## src/include/uart_cfg.svh

```systemverilog
// Build-time settings for the serial echo path
// Bit period, character width and FIFO depth
`ifndef UART_CFG_SVH
`define UART_CFG_SVH

// Clocks per serial bit
// 125 MHz / 1085 is close to 115200 baud
`define UART_CLKS_PER_BIT 1085

// Data bits per character, fixed 8N1 format
`define UART_DATA_BITS 8

// Echo buffer entries, must be a power of two
`define UART_FIFO_DEPTH 256

`endif

```

## src/source/uart_pkg.sv

```systemverilog
// Shared types for the serial echo path
// Character, stage-to-stage beat and LED status word
`include "uart_cfg.svh"

package uart_pkg;

    // One serial character
    typedef logic [`UART_DATA_BITS-1:0] uart_data_t;

    // Byte moving between stages with its qualifier
    typedef struct packed {
        logic       valid;
        uart_data_t data;
    } uart_beat_t;

    // Status lights, frame_err is the top bit
    typedef struct packed {
        logic frame_err;
        logic fifo_nonempty;
        logic tx_busy;
    } led_status_t;

endpackage

```

## src/source/uart_rx.sv

```systemverilog
// UART receiver for 8N1 characters
// Samples each bit at its middle and flags a low stop bit
`timescale 1ns/100ps
`include "uart_cfg.svh"

module uart_rx #(
    parameter int CLKS_PER_BIT = `UART_CLKS_PER_BIT
) (
    input  logic                 i_clk,
    input  logic                 i_reset,
    input  logic                 i_rxd,
    output uart_pkg::uart_beat_t o_beat,
    output logic                 o_frame_err
);
    import uart_pkg::*;

    localparam int CNT_W     = $clog2(CLKS_PER_BIT);
    localparam int DATA_BITS = $bits(uart_data_t);
    localparam int BIT_W     = $clog2(DATA_BITS);
    localparam logic [CNT_W-1:0] HALF_BIT = CNT_W'(CLKS_PER_BIT / 2 - 1);
    localparam logic [CNT_W-1:0] FULL_BIT = CNT_W'(CLKS_PER_BIT - 1);
    localparam logic [BIT_W-1:0] LAST_BIT = BIT_W'(DATA_BITS - 1);

    typedef enum logic [1:0] {
        RX_IDLE,
        RX_START,
        RX_DATA,
        RX_STOP
    } rx_state_t;

    rx_state_t        state;
    logic             rxd_meta;
    logic             rxd_sync;
    logic             rxd_last;
    logic [CNT_W-1:0] clk_cnt;
    logic [BIT_W-1:0] bit_cnt;
    uart_data_t       shift_q;
    logic             valid_q;
    logic             frame_err_q;
    logic             bit_tick;

    assign bit_tick = (clk_cnt == '0);

    // Line idles high, so the synchronizer starts high too
    always_ff @(posedge i_clk) begin
        if (i_reset) begin
            rxd_meta <= 1'b1;
            rxd_sync <= 1'b1;
            rxd_last <= 1'b1;
        end else begin
            rxd_meta <= i_rxd;
            rxd_sync <= rxd_meta;
            rxd_last <= rxd_sync;
        end
    end

    always_ff @(posedge i_clk) begin
        if (i_reset) begin
            state       <= RX_IDLE;
            clk_cnt     <= '0;
            bit_cnt     <= '0;
            valid_q     <= 1'b0;
            frame_err_q <= 1'b0;
        end else begin
            valid_q     <= 1'b0;
            frame_err_q <= 1'b0;
            case (state)
                RX_IDLE: begin
                    // Falling edge marks a possible start bit
                    if (rxd_last && !rxd_sync) begin
                        state   <= RX_START;
                        clk_cnt <= HALF_BIT;
                    end
                end
                RX_START: begin
                    if (!bit_tick) begin
                        clk_cnt <= clk_cnt - 1'b1;
                    end else if (rxd_sync) begin
                        // High at mid start bit, just a glitch
                        state <= RX_IDLE;
                    end else begin
                        state   <= RX_DATA;
                        clk_cnt <= FULL_BIT;
                        bit_cnt <= '0;
                    end
                end
                RX_DATA: begin
                    if (!bit_tick) begin
                        clk_cnt <= clk_cnt - 1'b1;
                    end else begin
                        clk_cnt <= FULL_BIT;
                        bit_cnt <= bit_cnt + 1'b1;
                        if (bit_cnt == LAST_BIT) begin
                            state <= RX_STOP;
                        end
                    end
                end
                default: begin
                    if (!bit_tick) begin
                        clk_cnt <= clk_cnt - 1'b1;
                    end else begin
                        state       <= RX_IDLE;
                        valid_q     <= rxd_sync;
                        frame_err_q <= !rxd_sync;
                    end
                end
            endcase
        end
    end

    // LSB arrives first, so shift in from the top
    always_ff @(posedge i_clk) begin
        if (state == RX_DATA && bit_tick) begin
            shift_q <= {rxd_sync, shift_q[DATA_BITS-1:1]};
        end
    end

    assign o_beat.valid = valid_q;
    assign o_beat.data  = shift_q;
    assign o_frame_err  = frame_err_q;

endmodule

```

## src/source/uart_tx.sv

```systemverilog
// UART transmitter for 8N1 characters
// Pops a byte when idle and shifts the frame out LSB first
`timescale 1ns/100ps
`include "uart_cfg.svh"

module uart_tx #(
    parameter int CLKS_PER_BIT = `UART_CLKS_PER_BIT
) (
    input  logic                 i_clk,
    input  logic                 i_reset,
    input  uart_pkg::uart_beat_t i_head,
    output logic                 o_pop,
    output logic                 o_txd,
    output logic                 o_busy
);
    import uart_pkg::*;

    localparam int CNT_W      = $clog2(CLKS_PER_BIT);
    localparam int FRAME_BITS = $bits(uart_data_t) + 2;
    localparam int BIT_W      = $clog2(FRAME_BITS);
    localparam logic [CNT_W-1:0] FULL_BIT = CNT_W'(CLKS_PER_BIT - 1);
    localparam logic [BIT_W-1:0] LAST_BIT = BIT_W'(FRAME_BITS - 1);

    logic [FRAME_BITS-1:0] frame_q;
    logic [CNT_W-1:0]      clk_cnt;
    logic [BIT_W-1:0]      bit_cnt;
    logic                  busy_q;
    logic                  pop;

    // Accept only from idle, busy is the sole back-pressure
    assign pop = i_head.valid && !busy_q;

    always_ff @(posedge i_clk) begin
        if (i_reset) begin
            busy_q  <= 1'b0;
            clk_cnt <= '0;
            bit_cnt <= '0;
            frame_q <= '1;
        end else if (pop) begin
            busy_q  <= 1'b1;
            clk_cnt <= FULL_BIT;
            bit_cnt <= '0;
            // Stop, data, start from top to bottom
            frame_q <= {1'b1, i_head.data, 1'b0};
        end else if (busy_q) begin
            if (clk_cnt != '0) begin
                clk_cnt <= clk_cnt - 1'b1;
            end else begin
                clk_cnt <= FULL_BIT;
                bit_cnt <= bit_cnt + 1'b1;
                // Ones fill in behind, line ends high
                frame_q <= {1'b1, frame_q[FRAME_BITS-1:1]};
                if (bit_cnt == LAST_BIT) begin
                    busy_q <= 1'b0;
                end
            end
        end
    end

    assign o_pop  = pop;
    assign o_txd  = frame_q[0];
    // Busy already in the pop cycle
    assign o_busy = busy_q || pop;

endmodule

```

## src/source/byte_fifo.sv

```systemverilog
// First-word-fall-through byte FIFO
// Circular buffer with wrap-bit pointers, drops writes when full
`timescale 1ns/100ps
`include "uart_cfg.svh"

module byte_fifo #(
    parameter int DEPTH = `UART_FIFO_DEPTH
) (
    input  logic                 i_clk,
    input  logic                 i_reset,
    input  uart_pkg::uart_beat_t i_wr,
    input  logic                 i_pop,
    output uart_pkg::uart_beat_t o_rd
);
    import uart_pkg::*;

    localparam int AW = $clog2(DEPTH);

    uart_data_t  mem [DEPTH];
    logic [AW:0] wr_ptr;
    logic [AW:0] rd_ptr;
    logic        empty;
    logic        full;
    logic        do_write;
    logic        do_read;

    // Same index with opposite wrap bits means full
    assign empty = (wr_ptr == rd_ptr);
    assign full  = (wr_ptr[AW] != rd_ptr[AW]) &&
                   (wr_ptr[AW-1:0] == rd_ptr[AW-1:0]);

    assign do_write = i_wr.valid && !full;
    assign do_read  = i_pop && !empty;

    always_ff @(posedge i_clk) begin
        if (i_reset) begin
            wr_ptr <= '0;
        end else if (do_write) begin
            wr_ptr <= wr_ptr + 1'b1;
        end
    end

    always_ff @(posedge i_clk) begin
        if (i_reset) begin
            rd_ptr <= '0;
        end else if (do_read) begin
            rd_ptr <= rd_ptr + 1'b1;
        end
    end

    always_ff @(posedge i_clk) begin
        if (do_write) begin
            mem[wr_ptr[AW-1:0]] <= i_wr.data;
        end
    end

    // Head is read combinationally so it shows one cycle after the write
    assign o_rd.valid = !empty;
    assign o_rd.data  = mem[rd_ptr[AW-1:0]];

endmodule

```

## src/source/uart_echo_core.sv

```systemverilog
// Serial echo core
// Receiver, byte FIFO and transmitter with three status LEDs
`timescale 1ns/100ps
`include "uart_cfg.svh"

module uart_echo_core #(
    parameter int CLKS_PER_BIT = `UART_CLKS_PER_BIT,
    parameter int DEPTH        = `UART_FIFO_DEPTH
) (
    input  logic                  i_clk,
    input  logic                  i_reset,
    input  logic                  i_uart_rxd,
    output logic                  o_uart_txd,
    output uart_pkg::led_status_t o_led
);
    import uart_pkg::*;

    uart_beat_t rx_beat;
    uart_beat_t fifo_head;
    logic       rx_frame_err;
    logic       tx_pop;
    logic       tx_busy;
    logic       frame_err_seen;

    uart_rx #(
        .CLKS_PER_BIT (CLKS_PER_BIT)
    ) u_uart_rx (
        .i_clk        (i_clk),
        .i_reset      (i_reset),
        .i_rxd        (i_uart_rxd),
        .o_beat       (rx_beat),
        .o_frame_err  (rx_frame_err)
    );

    byte_fifo #(
        .DEPTH        (DEPTH)
    ) u_byte_fifo (
        .i_clk        (i_clk),
        .i_reset      (i_reset),
        .i_wr         (rx_beat),
        .i_pop        (tx_pop),
        .o_rd         (fifo_head)
    );

    uart_tx #(
        .CLKS_PER_BIT (CLKS_PER_BIT)
    ) u_uart_tx (
        .i_clk        (i_clk),
        .i_reset      (i_reset),
        .i_head       (fifo_head),
        .o_pop        (tx_pop),
        .o_txd        (o_uart_txd),
        .o_busy       (tx_busy)
    );

    // Framing error stays lit until reset
    always_ff @(posedge i_clk) begin
        if (i_reset) begin
            frame_err_seen <= 1'b0;
        end else if (rx_frame_err) begin
            frame_err_seen <= 1'b1;
        end
    end

    assign o_led.frame_err     = frame_err_seen;
    assign o_led.fifo_nonempty = fifo_head.valid;
    assign o_led.tx_busy       = tx_busy;

endmodule

```

## config.mk

```make
export PLATFORM = sky130hd
export DESIGN_NAME = uart_echo_core
export DESIGN_NICKNAME = d
export VERILOG_FILES = /design/src/source/uart_pkg.sv /design/src/source/uart_rx.sv /design/src/source/uart_tx.sv /design/src/source/byte_fifo.sv /design/src/source/uart_echo_core.sv
export VERILOG_INCLUDE_DIRS = /design/src /design/src/include
export SDC_FILE = /design/constraint.sdc
export NUM_CORES = 2
export LEC_CHECK = 0
export BUFFER_PORTS_ARGS = -buffer_cell sky130_fd_sc_hd__buf_2
export CAP_MARGIN = 25
export CORE_MARGIN = 2
export CORE_UTILIZATION = 40
export DETAILED_ROUTE_END_ITERATION = 6
export SLEW_MARGIN = 20
export SYNTH_ARGS = -nofsm -noshare
export SYNTH_HDL_FRONTEND = slang
export SYNTH_SLANG_ARGS = --single-unit
```

## constraint.sdc

```tcl
create_clock -name i_clk -period 4.8 [get_ports i_clk]
set_clock_uncertainty 0.05 [all_clocks]
set_input_delay 0.96 -clock i_clk [delete_from_list [all_inputs] [get_ports i_clk]]
set_output_delay 0.96 -clock i_clk [all_outputs]
set_load 0.01 [all_outputs]
```

==> results_dict.tcl <==
set metrics [dict create \
    finalCritPeriodShare_pct 89.7 \
    grt_max_degree 209 \
    cts_root_buf "clkbuf_16" \
    fin_worst_hold_slack_ps 237 \
    dp_hpwl_um 135000 \
    setup-violations-final 0 \
    wl_um 218000 \
    multi_input_area_mm2 0.0180 \
    die_h_um 458 \
    io_buffers 6 \
    synth_top_cell_area_share_pct 74.8 \
    async_reset_ff_share_pct 0 \
    power_density_mw_per_mm2 435 \
    fin_crit_ps 4300 \
    cts_resized 0 \
    cts_made_buffers 208 \
    overflow 0 \
    synth_top_area_cell "edfxtp_1" \
    clk_pin_slew_worst_paths_ps 60 \
    report.power.total_mw 40.5 \
    grt_pass1_vias 40900 \
    first_pass_iters 6 \
    maxCapViolCount 0 \
    synth-adder-area-share_pct 0.227 \
    yosysWarnings 0 \
    grt_antenna_before_repair 6 \
    synthToLayoutAreaGrowth_pct 12.6 \
    grtUsageMet2_pct 32.7 \
    critPathMaxFanout 10 \
    synthXorXnorAreaFrac_pct 0.393 \
    postRouteAntennaNets 0 \
    place_congestion 0.889 \
    power_leakage_nw 27.9 \
    met3_usage_pct 3.90 \
    met1_usage_pct 29.1 \
    slew_violations 0 \
    num_rows 166 \
    rsz0062_at_grt "no" \
    die_w_um 458 \
    synth_top_family_by_area "multiplexers" \
    drc 0 \
    htreeDepth 4 \
    outcome "finished, final reports clean" \
    synth-simple-area-share_pct 3.35 \
    synth_area_mm2 0.0826 \
    drt_iter0_drc 5403 \
    timing.fmax_mhz 232 \
    yosys-top-cells-count "edfxtp_1 (2056), mux4_2 (517), nor2_1 (347)" \
    synth.mux.area_fraction_pct 14.8 \
    cts_hold_buf 0 \
    via_count 41300 \
    yosysMostFrequentCell "edfxtp_1" \
    hold_class "in2reg" \
    clock_latency_ps 870 \
    postCtsSetupBuffers 0 \
    synth_seq_cells 2129 \
    grt_pass1_wl_um 310000 \
    core_mm2 0.205 \
    setup_tns_ps 0 \
    track_usage_pct 20.6 \
    clock-sinks 2129 \
    place_inst 6600 \
    worst_slew_pin_slew_ps 1290 \
    busiest_layer "met2" \
    relSlewSlack_pct 14.0 \
    startpoint_type "register" \
    r2r_setup_slack_ps 750 \
    crit_required_ps 3790 \
    ys_seq_area_share_pct 76.6 \
    stdcell_count 6985 \
    dieArea_mm2 0.210 \
    critical_path_arrival_ps 3290 \
    ys_types 75 \
    peakVddDrop_mv 0.400 \
    syn_inst 3986 \
    crit_chain "xor2_1, nor4_1, nand3_1, nor2_1, inv_1, buf_2" \
    slowest_delay_ps 620 \
    synth_edf_count 2056 \
    synth_flop_cell "edfxtp_1" \
    ys_top_cells_by_area "edfxtp_1 (75%), mux4_2 (14%), dfxtp_1 (1.8%)" \
    cts_tree "built" \
    drive_gt1_share_pct 23.4 \
    end_kind "primary output" \
    vias_per_cell 5.91 \
    synth_compound_area_share_pct 3.04 \
    nets 4144 \
    hold_violations 0 \
    postSynthAreaPerCell_um2 20.7 \
    slowest_stage "nor4_1" \
    routedWlPerCell_um 31.2 \
    regArea_mm2 0.0632 \
    start_util_pct 40.3 \
    fillers 17100 \
    cts_buffer_depth 3 \
    path_class "reg2out" \
    synth_nets 4004 \
    top_level_ports 7 \
]
==> flip-flops by register name, summed over array words and instances, names as in the netlist, named ones only <==
signal                 flops
u_uart_rx.bit_cnt          3
u_uart_rx.shift_q          8
u_uart_rx.o_frame_err      1
u_byte_fifo.wr_ptr         9
u_uart_tx.clk_cnt         11
u_uart_tx.bit_cnt          4
u_uart_rx.rxd_last         1
u_byte_fifo.rd_ptr         9
frame_err_seen             1
u_byte_fifo.mem         2048
u_uart_rx.clk_cnt         11
u_uart_rx.state            2
u_uart_tx.busy_q           1
u_uart_rx.rxd_sync         1
u_uart_rx.valid_q          1
u_uart_rx.rxd_meta         1
u_uart_tx.frame_q          9
==> metal layers <==
layer  up-vias  wire length, um
met5         -                0
met4         0             6630
met3       330            18200
met2      1906           104000
met1     22200            89600
li1      16800                -
==> critical path, delay by kind of cell (launching register included) <==
family / cells / cell delay [ps]
XOR/XNOR: 1 / 120
buffers and inverters: 2 / 270
AND/OR/NAND/NOR: 3 / 1480
flip-flops: 1 / 560
==> metrics by stage <==
stage	setup slack, ps	util [%]	instance area (um2)
after global routing	315	45.4	93000
after global placement	665	42.1	86200
final	495	45.4	93000
after floorplan	690	-	82600
after detailed placement	620	42.1	86300
after CTS	582	45.4	92900
==> layout by cell type (no fill, tap or decap), types with 8 or more instances in the layout <==
cell type / synthesis / final
clkbuf_16: 0 / 209
xor2_1: 23 / 23
clkinv_2: 0 / 40
nor3_1: 35 / 35
nor2b_1: 29 / 27
a221oi_1: 9 / 9
o22a_1: 11 / 11
or4_1: 9 / 9
nand2b_1: 16 / 16
a21oi_1: 66 / 66
a22oi_1: 80 / 80
a22o_1: 11 / 11
a32oi_1: 12 / 12
o221ai_1: 13 / 13
o22ai_1: 55 / 55
nor4_1: 12 / 12
bufinv_16: 0 / 16
a211oi_1: 26 / 26
clkinv_16: 0 / 9
buf_4: 47 / 129
o21ai_0: 20 / 20
or3_1: 8 / 8
nand4_1: 9 / 9
edfxtp_1: 2056 / 2056
nand2_1: 83 / 83
ha_1: 15 / 15
xnor2_1: 14 / 14
clkbuf_1: 112 / 45
nor2_1: 347 / 345
inv_1: 18 / 18
buf_12: 2 / 29
mux2i_1: 46 / 46
dfxtp_1: 73 / 68
clkinv_1: 1 / 48
nand3_1: 41 / 39
mux4_2: 517 / 517
==> logic make-up after synthesis <==
| logic type | after synthesis |
|---|---|
| simple gates | 623 |
| flops | 2129 |
| buf+inv | 256 |
| compound gates | 356 |
| mux | 570 |
| xor+xnor | 37 |
| fa+ha+maj | 15 |
==> path summary, 6_finish.rpt <==
| path | startpoint | to | cells past startpoint |
|---|---|---|---|
| worst min-delay path | i_uart_rxd | u_uart_rx.rxd_meta | 2 |
| worst max register to register | register | u_uart_tx.frame_q[4] | 8 |
| worst min register to register | u_uart_rx.rxd_meta | u_uart_rx.rxd_sync | 1 |
| worst max-delay path | u_byte_fifo.wr_ptr[6] | o_led[0] | 6 |
==> layout make-up <==
type / count / share of cell area, %
inverter: 19 / 0.0794
multi-input combinational: 1601 / 19.4
timing repair buffer: 167 / 1.74
tap: 2688 / 3.62
antenna: 1 / 0.00269
clock buffer: 254 / 5.81
sequential: 2129 / 68.0
clock inverter: 126 / 1.36
==> report_power, final <==
group	switching [mW]	total (mW)	internal (mW)
Combinational	2.16	4.08	1.92
Sequential	0.183	20.4	20.2
Clock	7.10	16.0	8.91
Total	9.44	40.5	31.0
Note: power is estimated with default switching activity, not from simulation.
